$ cat config.mk
export PLATFORM = sky130hd
export DESIGN_NAME = loader_top
export DESIGN_NICKNAME = d
export VERILOG_FILES = /design/src/logic/loader_pkg.sv /design/src/logic/boot_control.sv /design/src/logic/download_router.sv /design/src/logic/ram_clear_sequencer.sv /design/src/logic/sdram_arbiter.sv /design/src/logic/loader_top.sv
export VERILOG_INCLUDE_DIRS = /design/src /design/src/logic
export SDC_FILE = /design/constraint.sdc
export NUM_CORES = 1
export LEC_CHECK = 0
export BUFFER_PORTS_ARGS = -buffer_cell sky130_fd_sc_hd__buf_4
export CELL_PAD_IN_SITES_DETAIL_PLACEMENT = 0
export CELL_PAD_IN_SITES_GLOBAL_PLACEMENT = 1
export CORE_MARGIN = 2
export CORE_UTILIZATION = 38
export DETAILED_ROUTE_END_ITERATION = 6
export GPL_ROUTABILITY_DRIVEN = 0
export PLACE_DENSITY = 0.8
export SYNTH_ARGS = -nofsm -noshare
export SYNTH_HDL_FRONTEND = slang
export SYNTH_HIERARCHICAL = 1
export SYNTH_SLANG_ARGS = --single-unit
export TNS_END_PERCENT = 10
$ cat constraint.sdc
create_clock -name clk_sys -period 7 [get_ports clk_sys]
set_clock_uncertainty 0.2 [all_clocks]
set_input_delay 1.4 -clock clk_sys [delete_from_list [all_inputs] [get_ports clk_sys]]
set_output_delay 1.4 -clock clk_sys [all_outputs]
set_load 0.02 [all_outputs]
$ cat src/logic/loader_macros.svh
`ifndef LOADER_MACROS_SVH
`define LOADER_MACROS_SVH

// ==============================
// SDRAM geometry
// ==============================
`define SDRAM_ADDR_W 25
`define SDRAM_DATA_W 16
`define SDRAM_REGION_W 3
`define SDRAM_WORD_W 21

// ==============================
// Download stream
// ==============================
`define DL_ADDR_W 25
`define DL_INDEX_W 16
// Index bit 6 marks the slave boot image
`define DL_SLAVE_BIT 6
`define WORM_ADDR_W 13
`define WORM_DATA_W 8

// Region codes in the top address bits
`define ROM_REGION 3'd1
`define RAM_REGION 3'd0

`define CLEAR_WORDS_LOG2 19

`endif

$ cat src/logic/loader_pkg.sv
`include "loader_macros.svh"

package loader_pkg;

    // ==============================
    // SDRAM byte address
    // ==============================

    // Same 25 bits seen either as a flat byte address
    // or split into region, word offset and byte select
    typedef union packed {
        logic [`SDRAM_ADDR_W-1:0] flat;
        struct packed {
            // Top bits pick ROM or RAM
            logic [`SDRAM_REGION_W-1:0] region;
            // 16-bit word index inside the region
            logic [`SDRAM_WORD_W-1:0]   word;
            // Always zero for word accesses
            logic                       byte_sel;
        } fields;
    } sdram_addr_u;

endpackage

$ cat src/logic/boot_control.sv
`timescale 1ns/1ps

module boot_control (
    input  logic clk_sys,
    input  logic arst_n,
    // Configuration register write
    input  logic cfg_wr,
    input  logic soft_reset_in,
    input  logic clear_en_in,
    // Other reset causes
    input  logic user_reset,
    input  logic dl_active,
    input  logic clear_done,
    output logic clear_en,
    output logic core_reset
);

    logic soft_reset;
    logic reset_cause;

    // ==============================
    // Configuration registers
    // ==============================
    always_ff @(posedge clk_sys or negedge arst_n) begin
        if (!arst_n) begin
            soft_reset <= 1'b0;
            clear_en   <= 1'b0;
        end else if (cfg_wr) begin
            soft_reset <= soft_reset_in;
            clear_en   <= clear_en_in;
        end
    end

    // ==============================
    // Core reset
    // ==============================

    // Core stays in reset while loading or clearing
    assign reset_cause = soft_reset || user_reset || dl_active || !clear_done;

    // High core_reset also means the loader owns SDRAM
    always_ff @(posedge clk_sys or negedge arst_n) begin
        if (!arst_n) begin
            core_reset <= 1'b1;
        end else begin
            core_reset <= reset_cause;
        end
    end

endmodule

$ cat src/logic/download_router.sv
`timescale 1ns/1ps

`include "loader_macros.svh"

module download_router (
    input  logic                      clk_sys,
    input  logic                      arst_n,
    // Download stream
    input  logic                      dl_valid,
    input  logic [`DL_ADDR_W-1:0]     dl_addr,
    input  logic [`SDRAM_DATA_W-1:0]  dl_data,
    input  logic [`DL_INDEX_W-1:0]    dl_index,
    output logic                      dl_ready,
    // Pending ROM write toward the arbiter
    input  logic                      rom_done,
    output logic                      rom_req,
    output loader_pkg::sdram_addr_u   rom_addr,
    output logic [`SDRAM_DATA_W-1:0]  rom_data,
    // Slave write-once memory port
    output logic [`WORM_ADDR_W-1:0]   worm_addr,
    output logic [`WORM_DATA_W-1:0]   worm_data,
    output logic                      worm_wr
);

    logic                    beat_fire;
    logic                    is_slave;
    logic                    rom_fire;
    logic                    slave_fire;
    // Second byte of a slave beat still owed
    logic                    slave_second;
    logic [`WORM_DATA_W-1:0] second_byte;

    // ==============================
    // Beat steering
    // ==============================
    assign is_slave   = dl_index[`DL_SLAVE_BIT];
    assign beat_fire  = dl_valid && dl_ready;
    assign rom_fire   = beat_fire && !is_slave;
    assign slave_fire = beat_fire && is_slave;

    // Back-pressure while a ROM write waits or a byte is owed
    assign dl_ready = !rom_req && !slave_second;

    always_ff @(posedge clk_sys or negedge arst_n) begin
        if (!arst_n) begin
            rom_req      <= 1'b0;
            slave_second <= 1'b0;
            worm_wr      <= 1'b0;
        end else begin
            if (rom_fire) begin
                rom_req <= 1'b1;
            end else if (rom_done) begin
                rom_req <= 1'b0;
            end

            if (slave_fire) begin
                slave_second <= 1'b1;
                worm_wr      <= 1'b1;
            end else if (slave_second) begin
                slave_second <= 1'b0;
                worm_wr      <= 1'b1;
            end else begin
                worm_wr <= 1'b0;
            end
        end
    end

    // ==============================
    // ROM write payload
    // ==============================

    // Stream is little endian, the core wants big endian words
    always_ff @(posedge clk_sys) begin
        if (rom_fire) begin
            rom_addr.fields.region   <= `ROM_REGION;
            rom_addr.fields.word     <= dl_addr[`SDRAM_WORD_W:1];
            rom_addr.fields.byte_sel <= 1'b0;
            rom_data                 <= {dl_data[7:0], dl_data[15:8]};
        end
    end

    // ==============================
    // Slave byte writes
    // ==============================

    // Low byte first, then the high byte at the odd address
    always_ff @(posedge clk_sys) begin
        if (slave_fire) begin
            worm_addr   <= dl_addr[`WORM_ADDR_W-1:0];
            worm_data   <= dl_data[7:0];
            second_byte <= dl_data[15:8];
        end else if (slave_second) begin
            worm_addr[0] <= 1'b1;
            worm_data    <= second_byte;
        end
    end

endmodule

$ cat src/logic/ram_clear_sequencer.sv
`timescale 1ns/1ps

`include "loader_macros.svh"

module ram_clear_sequencer #(
    parameter int CLEAR_WORDS_LOG2 = `CLEAR_WORDS_LOG2
) (
    input  logic                    clk_sys,
    input  logic                    arst_n,
    input  logic                    dl_active,
    input  logic                    clear_en,
    // One pulse per finished clear write
    input  logic                    clear_step,
    output logic                    clear_req,
    output loader_pkg::sdram_addr_u clear_addr,
    output logic                    clear_done
);

    // Top bit set once every word has been written
    logic [CLEAR_WORDS_LOG2:0] word_cnt;
    logic                      dl_active_q;
    logic                      dl_start;
    logic                      all_cleared;

    assign dl_start    = dl_active && !dl_active_q;
    assign all_cleared = word_cnt[CLEAR_WORDS_LOG2];

    always_ff @(posedge clk_sys or negedge arst_n) begin
        if (!arst_n) begin
            dl_active_q <= 1'b0;
            word_cnt    <= {1'b1, {CLEAR_WORDS_LOG2{1'b0}}};
        end else begin
            dl_active_q <= dl_active;
            // Rising edge of the download restarts the walk
            if (dl_start && clear_en) begin
                word_cnt <= '0;
            end else if (clear_step && !all_cleared) begin
                word_cnt <= word_cnt + 1'b1;
            end
        end
    end

    assign clear_req  = clear_en && !all_cleared;
    assign clear_done = !clear_req;

    always_comb begin
        clear_addr.flat          = '0;
        clear_addr.fields.region = `RAM_REGION;
        clear_addr.fields.word[CLEAR_WORDS_LOG2-1:0] = word_cnt[CLEAR_WORDS_LOG2-1:0];
    end

endmodule

$ cat src/logic/sdram_arbiter.sv
`timescale 1ns/1ps

`include "loader_macros.svh"

module sdram_arbiter (
    input  logic                      clk_sys,
    input  logic                      arst_n,
    input  logic                      core_reset,
    // Preparation requests
    input  logic                      rom_req,
    input  loader_pkg::sdram_addr_u   rom_addr,
    input  logic [`SDRAM_DATA_W-1:0]  rom_data,
    input  logic                      clear_req,
    input  loader_pkg::sdram_addr_u   clear_addr,
    output logic                      rom_done,
    output logic                      clear_step,
    // Core requests
    input  logic [`SDRAM_ADDR_W-1:0]  core_addr,
    input  logic [`SDRAM_DATA_W-1:0]  core_din,
    input  logic                      core_rd,
    input  logic                      core_wr,
    input  logic                      core_word,
    input  logic                      core_refresh,
    input  logic                      core_burst,
    // SDRAM controller
    input  logic                      sdram_busy,
    output logic [`SDRAM_ADDR_W-1:0]  sdram_addr,
    output logic [`SDRAM_DATA_W-1:0]  sdram_din,
    output logic                      sdram_rd,
    output logic                      sdram_wr,
    output logic                      sdram_word,
    output logic                      sdram_refresh,
    output logic                      sdram_burst
);

    // Owner encoding with ROM first
    localparam logic [1:0] OWN_IDLE    = 2'd0;
    localparam logic [1:0] OWN_ROM     = 2'd1;
    localparam logic [1:0] OWN_CLEAR   = 2'd2;
    localparam logic [1:0] OWN_REFRESH = 2'd3;

    logic [1:0]                owner;
    logic [1:0]                owner_next;
    logic [1:0]                owner_q;
    logic                      busy_q;
    logic                      access_end;
    loader_pkg::sdram_addr_u   prep_addr;
    logic [`SDRAM_DATA_W-1:0]  prep_din;
    logic                      prep_rd;
    logic                      prep_wr;
    logic                      prep_refresh;

    // ==============================
    // Owner selection
    // ==============================
    always_comb begin
        owner_next = OWN_IDLE;
        if (core_reset) begin
            owner_next = OWN_REFRESH;
            if (clear_req) begin
                owner_next = OWN_CLEAR;
            end
            if (rom_req) begin
                owner_next = OWN_ROM;
            end
        end
        // Keep the owner until the access is over
        owner = sdram_busy ? owner_q : owner_next;
    end

    always_ff @(posedge clk_sys or negedge arst_n) begin
        if (!arst_n) begin
            owner_q <= OWN_IDLE;
            busy_q  <= 1'b0;
        end else begin
            owner_q <= owner;
            busy_q  <= sdram_busy;
        end
    end

    // Falling edge of busy ends the access
    assign access_end = busy_q && !sdram_busy;
    assign rom_done   = access_end && (owner_q == OWN_ROM);
    assign clear_step = access_end && (owner_q == OWN_CLEAR);

    // ==============================
    // Preparation requests
    // ==============================
    always_comb begin
        prep_addr.flat          = '0;
        prep_addr.fields.region = `RAM_REGION;
        prep_din                = '0;
        prep_rd                 = 1'b0;
        prep_wr                 = 1'b0;
        prep_refresh            = 1'b0;

        case (owner)
            OWN_ROM: begin
                prep_addr = rom_addr;
                prep_din  = rom_data;
                prep_wr   = 1'b1;
            end
            OWN_CLEAR: begin
                prep_addr = clear_addr;
                prep_wr   = 1'b1;
            end
            OWN_REFRESH: begin
                prep_rd      = 1'b1;
                prep_refresh = 1'b1;
            end
            default: begin
            end
        endcase

        // No request in reset, and requesters see their done pulse in the cycle
        // busy fell, so wait one more
        if (!arst_n || sdram_busy || busy_q) begin
            prep_rd      = 1'b0;
            prep_wr      = 1'b0;
            prep_refresh = 1'b0;
        end
    end

    // ==============================
    // Output multiplexer
    // ==============================
    assign sdram_addr    = core_reset ? prep_addr.flat : core_addr;
    assign sdram_din     = core_reset ? prep_din : core_din;
    assign sdram_rd      = core_reset ? prep_rd : core_rd;
    assign sdram_wr      = core_reset ? prep_wr : core_wr;
    assign sdram_word    = core_reset ? 1'b1 : core_word;
    assign sdram_refresh = core_reset ? prep_refresh : core_refresh;
    assign sdram_burst   = core_reset ? 1'b0 : core_burst;

endmodule

$ cat src/logic/loader_top.sv
`timescale 1ns/1ps

`include "loader_macros.svh"

module loader_top #(
    parameter int CLEAR_WORDS_LOG2 = `CLEAR_WORDS_LOG2
) (
    input  logic                      clk_sys,
    input  logic                      arst_n,
    // Download stream
    input  logic                      dl_valid,
    input  logic [`DL_ADDR_W-1:0]     dl_addr,
    input  logic [`SDRAM_DATA_W-1:0]  dl_data,
    input  logic [`DL_INDEX_W-1:0]    dl_index,
    input  logic                      dl_active,
    output logic                      dl_ready,
    // Configuration
    input  logic                      cfg_wr,
    input  logic                      soft_reset_in,
    input  logic                      clear_en_in,
    input  logic                      user_reset,
    // Slave write-once memory
    output logic [`WORM_ADDR_W-1:0]   worm_addr,
    output logic [`WORM_DATA_W-1:0]   worm_data,
    output logic                      worm_wr,
    output logic                      core_reset,
    // Core side
    input  logic [`SDRAM_ADDR_W-1:0]  core_addr,
    input  logic [`SDRAM_DATA_W-1:0]  core_din,
    input  logic                      core_rd,
    input  logic                      core_wr,
    input  logic                      core_word,
    input  logic                      core_refresh,
    input  logic                      core_burst,
    // SDRAM side
    input  logic                      sdram_busy,
    output logic [`SDRAM_ADDR_W-1:0]  sdram_addr,
    output logic [`SDRAM_DATA_W-1:0]  sdram_din,
    output logic                      sdram_rd,
    output logic                      sdram_wr,
    output logic                      sdram_word,
    output logic                      sdram_refresh,
    output logic                      sdram_burst
);

    logic                     clear_en;
    logic                     clear_done;
    logic                     clear_req;
    logic                     clear_step;
    loader_pkg::sdram_addr_u  clear_addr;
    logic                     rom_req;
    logic                     rom_done;
    loader_pkg::sdram_addr_u  rom_addr;
    logic [`SDRAM_DATA_W-1:0] rom_data;

    boot_control i_boot_control (
        .clk_sys       (clk_sys),
        .arst_n        (arst_n),
        .cfg_wr        (cfg_wr),
        .soft_reset_in (soft_reset_in),
        .clear_en_in   (clear_en_in),
        .user_reset    (user_reset),
        .dl_active     (dl_active),
        .clear_done    (clear_done),
        .clear_en      (clear_en),
        .core_reset    (core_reset)
    );

    download_router i_download_router (
        .clk_sys   (clk_sys),
        .arst_n    (arst_n),
        .dl_valid  (dl_valid),
        .dl_addr   (dl_addr),
        .dl_data   (dl_data),
        .dl_index  (dl_index),
        .dl_ready  (dl_ready),
        .rom_done  (rom_done),
        .rom_req   (rom_req),
        .rom_addr  (rom_addr),
        .rom_data  (rom_data),
        .worm_addr (worm_addr),
        .worm_data (worm_data),
        .worm_wr   (worm_wr)
    );

    ram_clear_sequencer #(
        .CLEAR_WORDS_LOG2 (CLEAR_WORDS_LOG2)
    ) i_ram_clear_sequencer (
        .clk_sys    (clk_sys),
        .arst_n     (arst_n),
        .dl_active  (dl_active),
        .clear_en   (clear_en),
        .clear_step (clear_step),
        .clear_req  (clear_req),
        .clear_addr (clear_addr),
        .clear_done (clear_done)
    );

    sdram_arbiter i_sdram_arbiter (
        .clk_sys       (clk_sys),
        .arst_n        (arst_n),
        .core_reset    (core_reset),
        .rom_req       (rom_req),
        .rom_addr      (rom_addr),
        .rom_data      (rom_data),
        .clear_req     (clear_req),
        .clear_addr    (clear_addr),
        .rom_done      (rom_done),
        .clear_step    (clear_step),
        .core_addr     (core_addr),
        .core_din      (core_din),
        .core_rd       (core_rd),
        .core_wr       (core_wr),
        .core_word     (core_word),
        .core_refresh  (core_refresh),
        .core_burst    (core_burst),
        .sdram_busy    (sdram_busy),
        .sdram_addr    (sdram_addr),
        .sdram_din     (sdram_din),
        .sdram_rd      (sdram_rd),
        .sdram_wr      (sdram_wr),
        .sdram_word    (sdram_word),
        .sdram_refresh (sdram_refresh),
        .sdram_burst   (sdram_burst)
    );

endmodule

==> Word-level counts from Yosys, hierarchy flattened <==
Index checks and enable logic that the tools add are counted.
{ "word_totals": {"inputBits": 112, "ram_bits": 0, "rom_bits": 0, "latchBits": 0, "memories": 0, "wordCells": 77, "out_inout_bits": 70, "regBits": 96} }
{ "classes": {"muxes": 28, "eq_ne": 5, "order_cmp": 0, "shift": 0, "n_addsub": 1, "bitwise": 0, "div": 0, "mul": 0, "reduce_logical": 27} }
{ "op_table": {"columns": ["cell", "count"], "rows": [
  ["one-hot mux 23 bit (2 select lines)", 1],
  ["2-to-1 mux 20 bit", 2],
  ["2-to-1 mux 16 bit", 2],
  ["2-to-1 mux 25 bit", 1],
  ["adder 20 x 1 -> 20 bit (second input constant)", 1],
  ["2-to-1 mux 1 bit", 17],
  ["2-to-1 mux 8 bit", 2],
  ["logical AND 1 bit", 11],
  ["zero test 1 bit", 7],
  ["equality test 2 bit (second input constant)", 3],
  ["2-to-1 mux 2 bit", 3],
  ["nonzero test 2 bit", 3],
  ["logical OR 1 bit", 5],
  ["equality test 2 x 1 -> 1 bit (second input constant)", 2],
  ["OR reduction 2 bit", 1]
]} }

==> Longest topological paths before layout <==
Gate-level depths: netlist of the first run.
{ "logic_depth": {"depth_word": 11, "ltp_mapped": 10, "depth_no_buf": 8} }

==> By module <==
Netlist of the first run, hierarchy kept.
{ "modules_own_cells": {"columns": ["module", "seq_area_each_um2", "instances", "cells_per_inst", "area_per_inst_um2"], "rows": [
  ["download_router", 2057.0, 1, 92, 2283.4],
  ["ram_clear_sequencer", 526.8, 1, 136, 1266.2],
  ["sdram_arbiter", 75.1, 1, 142, 996.0],
  ["boot_control", 76.3, 1, 6, 108.9]
]} }

==> Least setup slack after synthesis of the first run <==
OpenSTA, ideal clock, no wires.
{ "synth_timing": {"path_type": "in2reg", "from": "input dl_index[6]", "to": "register i_download_router/rom_addr[10] in the netlist's numbering (enable)", "path_buffers": 0, "setup_time_ns": 0.540, "arrival_ns": 5.368, "setup_slack_ns": 0.892, "path_stages": 1, "required_ns": 6.260, "cell_sequence": "nor4b_1"} }
{ "synth_between": {"elab_chain_cells": 2} }
{ "synth_rtl": {"columns": ["item", "line_no", "rtl"], "rows": [
  ["start, declared", "loader_top.sv:14", "input logic [`DL_INDEX_W-1:0] dl_index,"],
  ["zero test 1 bit", "download_router.sv:38", "assign rom_fire = beat_fire && !is_slave;"],
  ["logical AND 1 bit", "download_router.sv:38", null],
  ["end, declared", "download_router.sv:17", "output loader_pkg::sdram_addr_u rom_addr,"]
]} }
No other way between the ends.
A chain may end at the register's enable or synchronous reset.

==> Final worst setup path of the first run <==
{ "layout_timing": {"from": "register i_boot_control.core_reset", "to": "output sdram_din[3]"} }
{ "layout_between": {"elab_chain_cells": 5} }
{ "layout_rtl": {"columns": ["item", "line_no", "rtl"], "rows": [
  ["start, declared", "boot_control.sv:15", "output logic core_reset"],
  ["start signal, assigned", "boot_control.sv:46", "core_reset <= reset_cause;"],
  ["2-to-1 mux 2 bit", "sdram_arbiter.sv:58", "if (core_reset) begin"],
  ["2-to-1 mux 2 bit", "sdram_arbiter.sv:68", "owner = sdram_busy ? owner_q : owner_next;"],
  ["named net i_sdram_arbiter.owner[0]", "sdram_arbiter.sv:42", "logic [1:0] owner;"],
  ["equality test 2 x 1 -> 1 bit", "sdram_arbiter.sv:97", "case (owner)"],
  ["2-to-1 mux 16 bit", "sdram_arbiter.sv:97", null],
  ["2-to-1 mux 16 bit", "sdram_arbiter.sv:128", "assign sdram_din = core_reset ? prep_din : core_din;"],
  ["end, declared", "loader_top.sv:38", "output logic [`SDRAM_DATA_W-1:0] sdram_din,"]
]} }
The timed path passes the listed nets, and every way through them passes these cells.

==> metrics.yaml, run 1 <==
crit_top_cell: "buf_4"
ctsResizeCount: 0
vias: 3367
start_util_pct: 38.9
drtPass1Iterations: 4
final_nets: 625
post_cts_buffers: 0
cp_num_buf_inv: 3
hold_buffers: 0
pin_count: 182
core_sq_um: 12000
finalSetupTns_ns: 0
ir_drop_uv: 141
port_buffers: 163
synth.area.top_cells: "edfxtp_1 (43%), dfrtp_1 (15%), o2bb2ai_1 (5.1%)"
fin_crit_ns: 5.50
synth.top_cell.area_share_pct: 42.6
cts_inserted_buffers: 9
wirelength_um: 11300
pre_cts_slack_ns: 1.73
p_leak_nw: 2.56
cts_tree: "built"
postRouteAntennaNets: 0
finalHoldViolations: 0
cts_max_level: 3
drv_slew: 0
synth_edf_count: 66
fin_crit_sh_pct: 78.6
dp.cells: 645
stdcell_count: 661
grt_max_degree: 40
synth_top_cell_by_area: "edfxtp_1"
hpwl_um: 8100
total_power_mw: 1.86
yosys_warnings: 6
die_h_um: 115
cts_root_buf: "clkbuf_16"
crit_fanout: 39
end_kind: "primary output"
path_clk_slew_ns: 0.06
holdPathEnd: "i_boot_control/core_reset"
syn_to_final_growth_pct: 32.6
path_cells: "inv_2, o31ai_1, ha_1, buf_4, nand3_1, o21ai_0, buf_4"
grt_antenna_before_repair: 0
rsz0062_at_grt: "false"
critPathMaxStageDelay_ns: 0.94
r2r_start: "i_sdram_arbiter/owner_q[0]"
syn_area_sq_um: 4650
p_per_area_nw_per_um2: 301
ys_seq_area_share_pct: 58.8
post-route-util_pct: 51.6
start_kind: "register"
crit_type: "register to primary output"
worstPathArrival_ns: 3.90
grt_usage_pct: 17.1
fmax_ghz: 0.182
grt-ovfl-total: 0
run_status: "completed"
grt_pass1_wl_um: 17200
holdCritPathClass: "register to register"
die_area_sq_um: 13200
synthCells: 376
slowest_stage: "dfstp_2"
timing.rr.end: "i_ram_clear_sequencer/word_cnt[17]"
worst_r2r_path_depth: 5
worstHoldStart: "i_boot_control/soft_reset"
ys_ff_latch: 96
drc: 0
cts.sinks: 96
synth_ff_type: "edfxtp_1"
max_cap_viol_count: 0
setup_viol: 0
worstMarginPinSlew_ns: 1.19
grt_pass1_vias: 3392
viasPerCell: 5.09
wire_per_inst_um: 17.1
ys_types: 52
cts.path.max_buffers: 2
dieWidth_um: 115
syn_area_per_cell_sq_um: 12.4
async_flop_share_pct: 31.3
worstHoldPathCells: 1
r2r_slack_ns: 4.61
crit_family: "buffers and inverters"
rows: 40
drt_iter0_drc: 128
required_ns: 5.40
slew_headroom_pct: 20.6
worstSkewPairLatency_ns: 0.34
antenna_cells: 0
setup_slack_ns: 1.50
drive_gt1_share_pct: 40.9
-- Yosys cell counts (3+ instances only) --
master     count
o21ai_0       23
a22oi_1       25
or3_1          6
nor2_1        12
nor2b_1        4
nand4_1        5
a21oi_1        9
edfxtp_1      66
ha_1           4
nand2_1       16
nand3_1       18
buf_6          4
clkbuf_1       8
mux2_4         8
xnor2_1        8
buf_2          9
conb_1         3
o2bb2ai_1     27
nor4_1         4
buf_4         31
inv_1         19
nand2b_1       4
dfrtp_1       28
-- cell usage in the layout (no fill, tap or decap), drive strengths merged, types with 8 or more instances in the layout --
master	count
nand2	16
nand3	20
a22oi	25
xnor2	8
o2bb2ai	28
inv	20
mux2	11
conb	10
o21ai	23
a21oi	9
buf	167
edfxtp	66
clkbuf	9
dfrtp	28
nor2	12
-- kinds of logic (layout without fill, tap and decap cells) --
group | Yosys count | in the layout | synth area share, %
flip-flops | 96 | 96 | 58.8
XOR/XNOR | 9 | 9 | 1.69
adder cells (fa/ha/maj) | 4 | 4 | 1.08
AND/OR/NAND/NOR | 88 | 88 | 11.5
other | 3 | 10 | 0.242
multiplexers | 11 | 11 | 3.31
AO/OA/AOI/OAI | 93 | 93 | 14.3
buffers and inverters | 72 | 203 | 9.19
-- sequential cells by signal, summed over array words and instances (netlist names) --
name                               flops
i_download_router/rom_addr            21
i_boot_control/core_reset              1
i_sdram_arbiter/busy_q                 1
i_download_router/worm_addr           13
i_download_router/worm_wr              1
i_download_router/slave_second         1
i_download_router/second_byte          8
i_download_router/rom_data            16
i_download_router/worm_data            8
i_boot_control/clear_en                1
i_sdram_arbiter/owner_q                2
i_ram_clear_sequencer/word_cnt        20
i_boot_control/soft_reset              1
i_ram_clear_sequencer/dl_active_q      1
i_download_router/rom_req              1
-- worst register-to-register path: stages, from the launching register on --
cell	delay, ns
dfrtp_1	0.39
and4bb_2	0.36
nand2b_1	0.24
nor4_2	0.58
nand4_1	0.18
mux2_1	0.33
-- worst max path at each step --
stage / from / endpoint / cells after the start
2_1_floorplan: dl_index[6] / i_download_router/rom_addr[10] / 1
3_3_place_gp: sdram_busy / sdram_din[3] / 7
3_5_place_dp: sdram_busy / sdram_din[3] / 7
4_1_cts: i_boot_control/core_reset / sdram_din[3] / 7
5_1_grt: i_boot_control/core_reset / sdram_din[9] / 7
6_report: i_boot_control/core_reset / sdram_din[3] / 7
-- metal layers --
layer  global-route usage, %  part of all wire, %
met1                    20.6                   42
met5                       0                    0
met4                    5.20                  1.4
met2                    29.6                   49
met3                    4.92                  7.8
-- power by group --
group | total [mW] | internal (mW) | switching [mW] | leakage, nW
clock | 0.634 | 0.423 | 0.211 | 0.190
sequential | 0.707 | 0.677 | 0.0302 | 0.997
combinational | 0.514 | 0.208 | 0.306 | 1.37
total | 1.86 | 1.31 | 0.548 | 2.56
-- cell type report --
cell class	instances	area [sq um]
timing repair buffer	167	1250
clock inverter	7	168
tap	147	184
multi-input combinational	215	1530
clock buffer	9	225
sequential	96	2740
fill	1071	5790
inverter	20	75.1
-- stage by stage --
step / instance area (sq um) / hold slack, ns
final: 6170 / 0.276
after global routing: 6170 / 0.305
after CTS: 6170 / 0.280
after detailed placement: 5780 / 0.262
after global placement: 5780 / 0.268
after floorplan: 4680 / 0.242
Note: power is estimated with default switching activity, not from simulation.
==> run 2: changes to the inputs <==
Settings changed: ABC_AREA set to 1, CORE_UTILIZATION 38 to 32, PLACE_DENSITY 0.8 to 0.75.
Clock period 7 ns to 5 ns, I/O delays scaled along.
==> metrics.yaml, run 2 <==
run_status: "completed"  # unchanged
end_kind: "primary output"  # unchanged
finalHoldViolations: 0  # unchanged
met1Wirelength_um: 5370  # was 4760 um
hold_buffers: 0  # unchanged
worstMarginPinSlew_ns: 0.932  # was 1.19 ns
wl_met3_um: 949  # was 882 um
p_leak_nw: 3.08  # was 2.56 nW
drv_slew: 0  # unchanged
largestRegisters: "i_download_router/rom_addr: 21 flops, i_ram_clear_sequencer/word_cnt: 20 flops, i_download_router/rom_data: 16 flops"  # unchanged
fin_crit_ns: 4.37
grt-ovfl-total: 0  # unchanged
required_ns: 3.80  # was 5.40 ns
die_h_um: 128  # was 115 um
wl_met2_um: 6570  # was 5510 um
drc: 0  # unchanged
slew_headroom_pct: 37.9  # was 20.6%
synth_edf_count: 66  # unchanged
grt_pass1_vias: 3928  # was 3392
holdCritPathClass: "register to register"  # unchanged
max_cap_viol_count: 0  # unchanged
fin_crit_sh_pct: 87.5
layout_commonest_cell: "nand2_1"  # was buf_4
setup_viol: 0  # unchanged
worstPathArrival_ns: 3.17  # was 3.90 ns
hpwl_um: 9680  # was 8100 um
die_area_sq_um: 16400  # was 13200 sq um
largest_reg_flops: 21  # unchanged
synthCells: 566  # was 376
synth_most_common_cell: "nand2_1"  # was edfxtp_1
async_flop_share_pct: 31.3  # unchanged
multi_input_area_sq_um: 1730  # was 1530 sq um
ir_drop_uv: 217  # was 141 uV
postRouteAntennaNets: 0  # unchanged
top_layer: "met4"  # unchanged
p_per_area_nw_per_um2: 377  # was 301 nW/um^2
start_kind: "register"  # unchanged
path_clk_slew_ns: 0.07  # was 0.06 ns
antenna_cells: 0  # unchanged
vias: 4013  # was 3367
yosys-top-cells-count: "nand2_1 (258), edfxtp_1 (66), nor2_1 (35), buf_4 (33), inv_1 (31)"  # was edfxtp_1 (66), buf_4 (31), dfrtp_1 (28), o2bb2ai_1 (27), a22oi_1 (25)
final_nets: 817  # was 625
synth.top_cell.area_share_pct: 40.2  # was 42.6%
rows: 45  # was 40
cts_max_level: 3  # unchanged
wirelength_um: 12900  # was 11300 um
synth_top_cell_by_area: "edfxtp_1"  # unchanged
ctsResizeCount: 0  # unchanged
dieWidth_um: 128  # was 115 um
fill_cells: 1490  # was 1071
drt_iter0_drc: 193  # was 128
grt_antenna_before_repair: 0  # unchanged
cts.sinks: 96  # unchanged
synth_ff_type: "edfxtp_1"  # unchanged
post_cts_buffers: 0  # unchanged
ys_types: 32  # was 52
grt_pass1_wl_um: 20300  # was 17200 um
ys_ff_latch: 96  # unchanged
synth.area.top_cells: "edfxtp_1 (40%), nand2_1 (20%), dfrtp_1 (14%)"  # was edfxtp_1 (43%), dfrtp_1 (15%), o2bb2ai_1 (5.1%)
port_buffers: 163  # unchanged
crit_type: "register to primary output"  # unchanged
core_sq_um: 15100  # was 12000 sq um
regArea_sq_um: 2740  # unchanged
crit_fanout: 24  # was 39
cts.path.max_buffers: 2  # unchanged
syn_area_sq_um: 4930  # was 4650 sq um
pin_count: 182  # unchanged
total_power_mw: 2.40  # was 1.86 mW
final_cell_mix: "nand2_1 (258), buf_4 (167), edfxtp_1 (66)"  # was buf_4 (167), edfxtp_1 (66), dfrtp_1 (28)
fmax_ghz: 0.229
hold_ws_ns: 0.281  # was 0.276 ns
ys_seq_area_share_pct: 55.5  # was 58.8%
viasPerCell: 4.49  # was 5.09
finalSetupTns_ns: 0  # unchanged
drive_gt1_share_pct: 29.0  # was 40.9%
start_util_pct: 32.5  # was 38.9%
wire_per_inst_um: 14.5  # was 17.1 um
cts_root_buf: "clkbuf_16"  # unchanged
grt_usage_pct: 16.1  # was 17.1%
rsz0062_at_grt: "false"  # unchanged
cts_tree: "built"  # unchanged
yosys_warnings: 6  # unchanged
syn_area_per_cell_sq_um: 8.71  # was 12.4 sq um
max_flop_register: "i_download_router/rom_addr"  # unchanged
worstSkewPairLatency_ns: 0.34  # about the same
cts_inserted_buffers: 9  # unchanged
grt_max_degree: 46  # was 40
syn_to_final_growth_pct: 29.3  # was 32.6%
drtPass1Iterations: 4  # unchanged
==> run 2: cell type report <==
class	count	area share, %
inverters	35	2.06
well taps	188	3.69
flip-flops and latches	96	42.9
multi-input cells	392	27.1
clock inverters	7	0.982
clock buffers	9	3.53
repair buffers	167	19.7
==> run 2: worst paths after layout <==
kind | cells past startpoint | endpoint | start | slack, ns
max in group asynchronous | 1 | i_boot_control/core_reset | arst_n | 3.87
max reg2reg | 4 | i_download_router/rom_addr[13] | i_download_router/rom_req | 2.65
min | 2 | i_boot_control/soft_reset | i_boot_control/soft_reset | 0.28
min in group asynchronous | 1 | i_ram_clear_sequencer/word_cnt[5] | arst_n | 0.39
min reg2reg | 2 | i_boot_control/soft_reset | i_boot_control/soft_reset | 0.28
max | 11 | sdram_addr[4] | i_boot_control/core_reset | 0.63
==> run 2: worst max-delay path, stage by stage (launching register included) <==
cell	delay, ns
dfstp_2	0.79
inv_2	0.07
nor2_1	0.13
nand2_1	0.06
nand2_1	0.13
ha_1	0.79
buf_4	0.37
nand2_1	0.13
nand2_1	0.09
nand2_1	0.05
nand2_1	0.07
buf_4	0.13
==> run 2: per-stage QoR <==
stage | cells | worst slack (ns) | area, sq um | utilization [%]
floorplan | 573 | 1.53 | 4950 | -
global route | 894 | 0.321 | 6370 | 42.1
global placement | 878 | 0.699 | 6080 | 40.2
finish | 894 | 0.625 | 6370 | 42.1
CTS | 894 | 0.564 | 6370 | 42.1
detailed placement | 878 | 0.682 | 6080 | 40.2
==> run 2: report_power, final <==
group          switching (mW)  internal [mW]
sequential             0.0385          0.950
clock                   0.292          0.383
combinational           0.470          0.272
==> run 2: cells by family after synthesis <==
family	Yosys count	share of synthesized area, %
buffers and inverters	85	9.95
AND/OR/NAND/NOR	354	30.7
flip-flops	96	55.5
adder cells (fa/ha/maj)	4	1.02
other	3	0.229
AO/OA/AOI/OAI	24	2.62
==> run 2: per-layer routing <==
layer	GRT usage (%)	vias up
met3	5.51	2
met2	27.4	101
met4	4.52	0
li1	-	2045
met1	19.5	1865
met5	0	-
==> run 3: changes to the inputs <==
Settings changed: CORE_MARGIN 2 to 8, HOLD_SLACK_MARGIN set to 0.05.
==> metrics.yaml, run 3 (synthesis gave the netlist of run 2 again) <==
slew_headroom_pct: 30.3  # was 37.9%
pin_count: 182  # unchanged
viasPerCell: 4.49  # about the same
p_per_area_nw_per_um2: 395  # was 377 nW/um^2
setup_viol: 0  # unchanged
regArea_sq_um: 2740  # unchanged
crit_top_cell: "nand2_1"  # unchanged
fill_cells: 1502  # was 1490
drtPass1Iterations: 4  # unchanged
fin_crit_sh_pct: 87.5  # about the same
finalSetupTns_ns: 0  # unchanged
drive_gt1_share_pct: 29.0  # unchanged
finalHoldViolations: 0  # unchanged
hpwl_um: 10500  # was 9680 um
port_buffers: 163  # unchanged
critPathMaxStageDelay_ns: 0.87  # was 0.79 ns
setup_slack_ns: 0.625  # about the same
core_sq_um: 15100  # unchanged
wire_per_inst_um: 15.5  # was 14.5 um
layout_commonest_cell: "nand2_1"  # unchanged
cts_tree: "built"  # unchanged
rsz0062_at_grt: "false"  # unchanged
final_nets: 817  # unchanged
required_ns: 3.80  # about the same
grt_usage_pct: 14.2  # was 16.1%
worstPathArrival_ns: 3.18  # was 3.17 ns
slowest_stage: "ha_1"  # was dfstp_2
holdCritPathClass: "register to register"  # unchanged
final_cell_mix: "nand2_1 (258), buf_4 (167), edfxtp_1 (66)"  # unchanged
grt_max_degree: 46  # unchanged
max_flop_register: "i_download_router/rom_addr"  # unchanged
hold_buffers: 0  # unchanged
cts.path.max_buffers: 2  # unchanged
ctsResizeCount: 0  # unchanged
crit_family: "adder cells"  # was flip-flops
worstSkewPairLatency_ns: 0.35  # was 0.34 ns
postRouteAntennaNets: 0  # unchanged
dpl_cell_area_sq_um: 6080  # unchanged
end_kind: "primary output"  # unchanged
wirelength_um: 13900  # was 12900 um
drt_iter0_drc: 236  # was 193
cts_inserted_buffers: 9  # unchanged
die_area_sq_um: 19600  # was 16400 sq um
grt_pass1_vias: 4450  # was 3928
p_leak_nw: 3.09  # was 3.08 nW
cp_num_buf_inv: 3  # unchanged
die_h_um: 140  # was 128 um
crit_cells: 9  # was 11
rows: 45  # unchanged
worst_r2r_path_depth: 4  # unchanged
crit_fanout: 26  # was 24
cts.sinks: 96  # unchanged
worstHoldPathCells: 2  # unchanged
path_cells: "inv_2, nor2_1, nand2_1, nand2_1, ha_1, buf_4, nand3_1, nand2_1, buf_4"  # was inv_2, nor2_1, nand2_1, nand2_1, ha_1, buf_4, nand2_1, nand2_1, nand2_1, nand2_1, buf_4
cts_root_buf: "clkbuf_16"  # unchanged
postLayoutCellArea_sq_um: 6430  # was 6370 sq um
start_util_pct: 32.5  # unchanged
antenna_cells: 0  # unchanged
pre_cts_slack_ns: 0.693  # was 0.682 ns
ir_drop_uv: 157  # was 217 uV
fmax_ghz: 0.229  # about the same
max_cap_viol_count: 0  # unchanged
drv_slew: 0  # unchanged
path_clk_slew_ns: 0.06  # was 0.07 ns
grt-ovfl-total: 0  # unchanged
post_cts_buffers: 0  # unchanged
worstMarginPinSlew_ns: 1.05  # was 0.932 ns
vias: 4014  # was 4013
syn_to_final_growth_pct: 30.4  # was 29.3%
largest_reg_flops: 21  # unchanged
run_status: "completed"  # unchanged
grt_pass1_wl_um: 22100  # was 20300 um
largestRegisters: "i_download_router/rom_addr: 21 flops, i_ram_clear_sequencer/word_cnt: 20 flops, i_download_router/rom_data: 16 flops"  # unchanged
drc: 0  # unchanged
fin_crit_ns: 4.38  # was 4.37 ns
dieWidth_um: 140  # was 128 um
grt_antenna_before_repair: 0  # unchanged
crit_type: "register to primary output"  # unchanged
multi_input_area_sq_um: 1730  # unchanged
start_kind: "register"  # unchanged
cts_max_level: 3  # unchanged
==> run 3: cell count changes in the layout (fill, tap and decap cells not counted), sizes merged <==
cell,previous run,this run
bufinv,1,3
clkinv,5,1
clkinvlp,1,2
inv,35,36
==> run 3: path summary, 6_finish.rpt <==
check                                               endpoint                      start  slack (ns)
hold / removal                     i_boot_control/soft_reset  i_boot_control/soft_reset        0.28
setup / recovery                               sdram_din[10]  i_boot_control/core_reset        0.62
setup reg to reg              i_download_router/rom_data[10]  i_download_router/rom_req        2.51
max in group asynchronous          i_boot_control/core_reset                     arst_n        3.87
hold reg to reg                    i_boot_control/soft_reset  i_boot_control/soft_reset        0.28
min in group asynchronous  i_ram_clear_sequencer/word_cnt[8]                     arst_n        0.40
==> run 3: worst register-to-register path, stage by stage, from the launching register on <==
cell and delay (ns):
dfrtp_1 0.45, nor2_4 0.30, nand3b_4 0.12, inv_1 0.72, buf_4 0.40
==> run 3: report_power, final <==
group	total [mW]	internal (mW)	switching (mW)	leakage, nW
registers	0.993	0.950	0.0428	0.998
logic	0.749	0.273	0.476	1.93
clock network	0.794	0.490	0.304	0.162
==> run 3: per-stage QoR <==
stage	util (%)	hold WS, ns	power [mW]	instances
2_1_floorplan	-	0.236	1.47	573
3_3_place_gp	40.2	0.260	1.76	878
3_5_place_dp	40.2	0.272	1.77	878
4_1_cts	42.4	0.286	2.56	894
5_1_grt	42.4	0.295	2.67	894
6_report	42.4	0.281	2.54	894
==> run 3: per-layer routing <==
layer,track usage [%],part of all wire (%),up-vias
met5,0,0,-
met4,5.14,1.5,0
met3,5.30,8.4,14
met2,24.7,49,129
met1,15.7,41,1827
li1,-,-,2044
==> run 3: cell type report <==
class	instances	share of cell area, %
sequential	96	42.6
multi-input combinational	392	26.9
timing repair buffer	167	19.5
tap	188	3.66
clock buffer	9	3.50
inverter	35	2.04
clock inverter	7	1.85
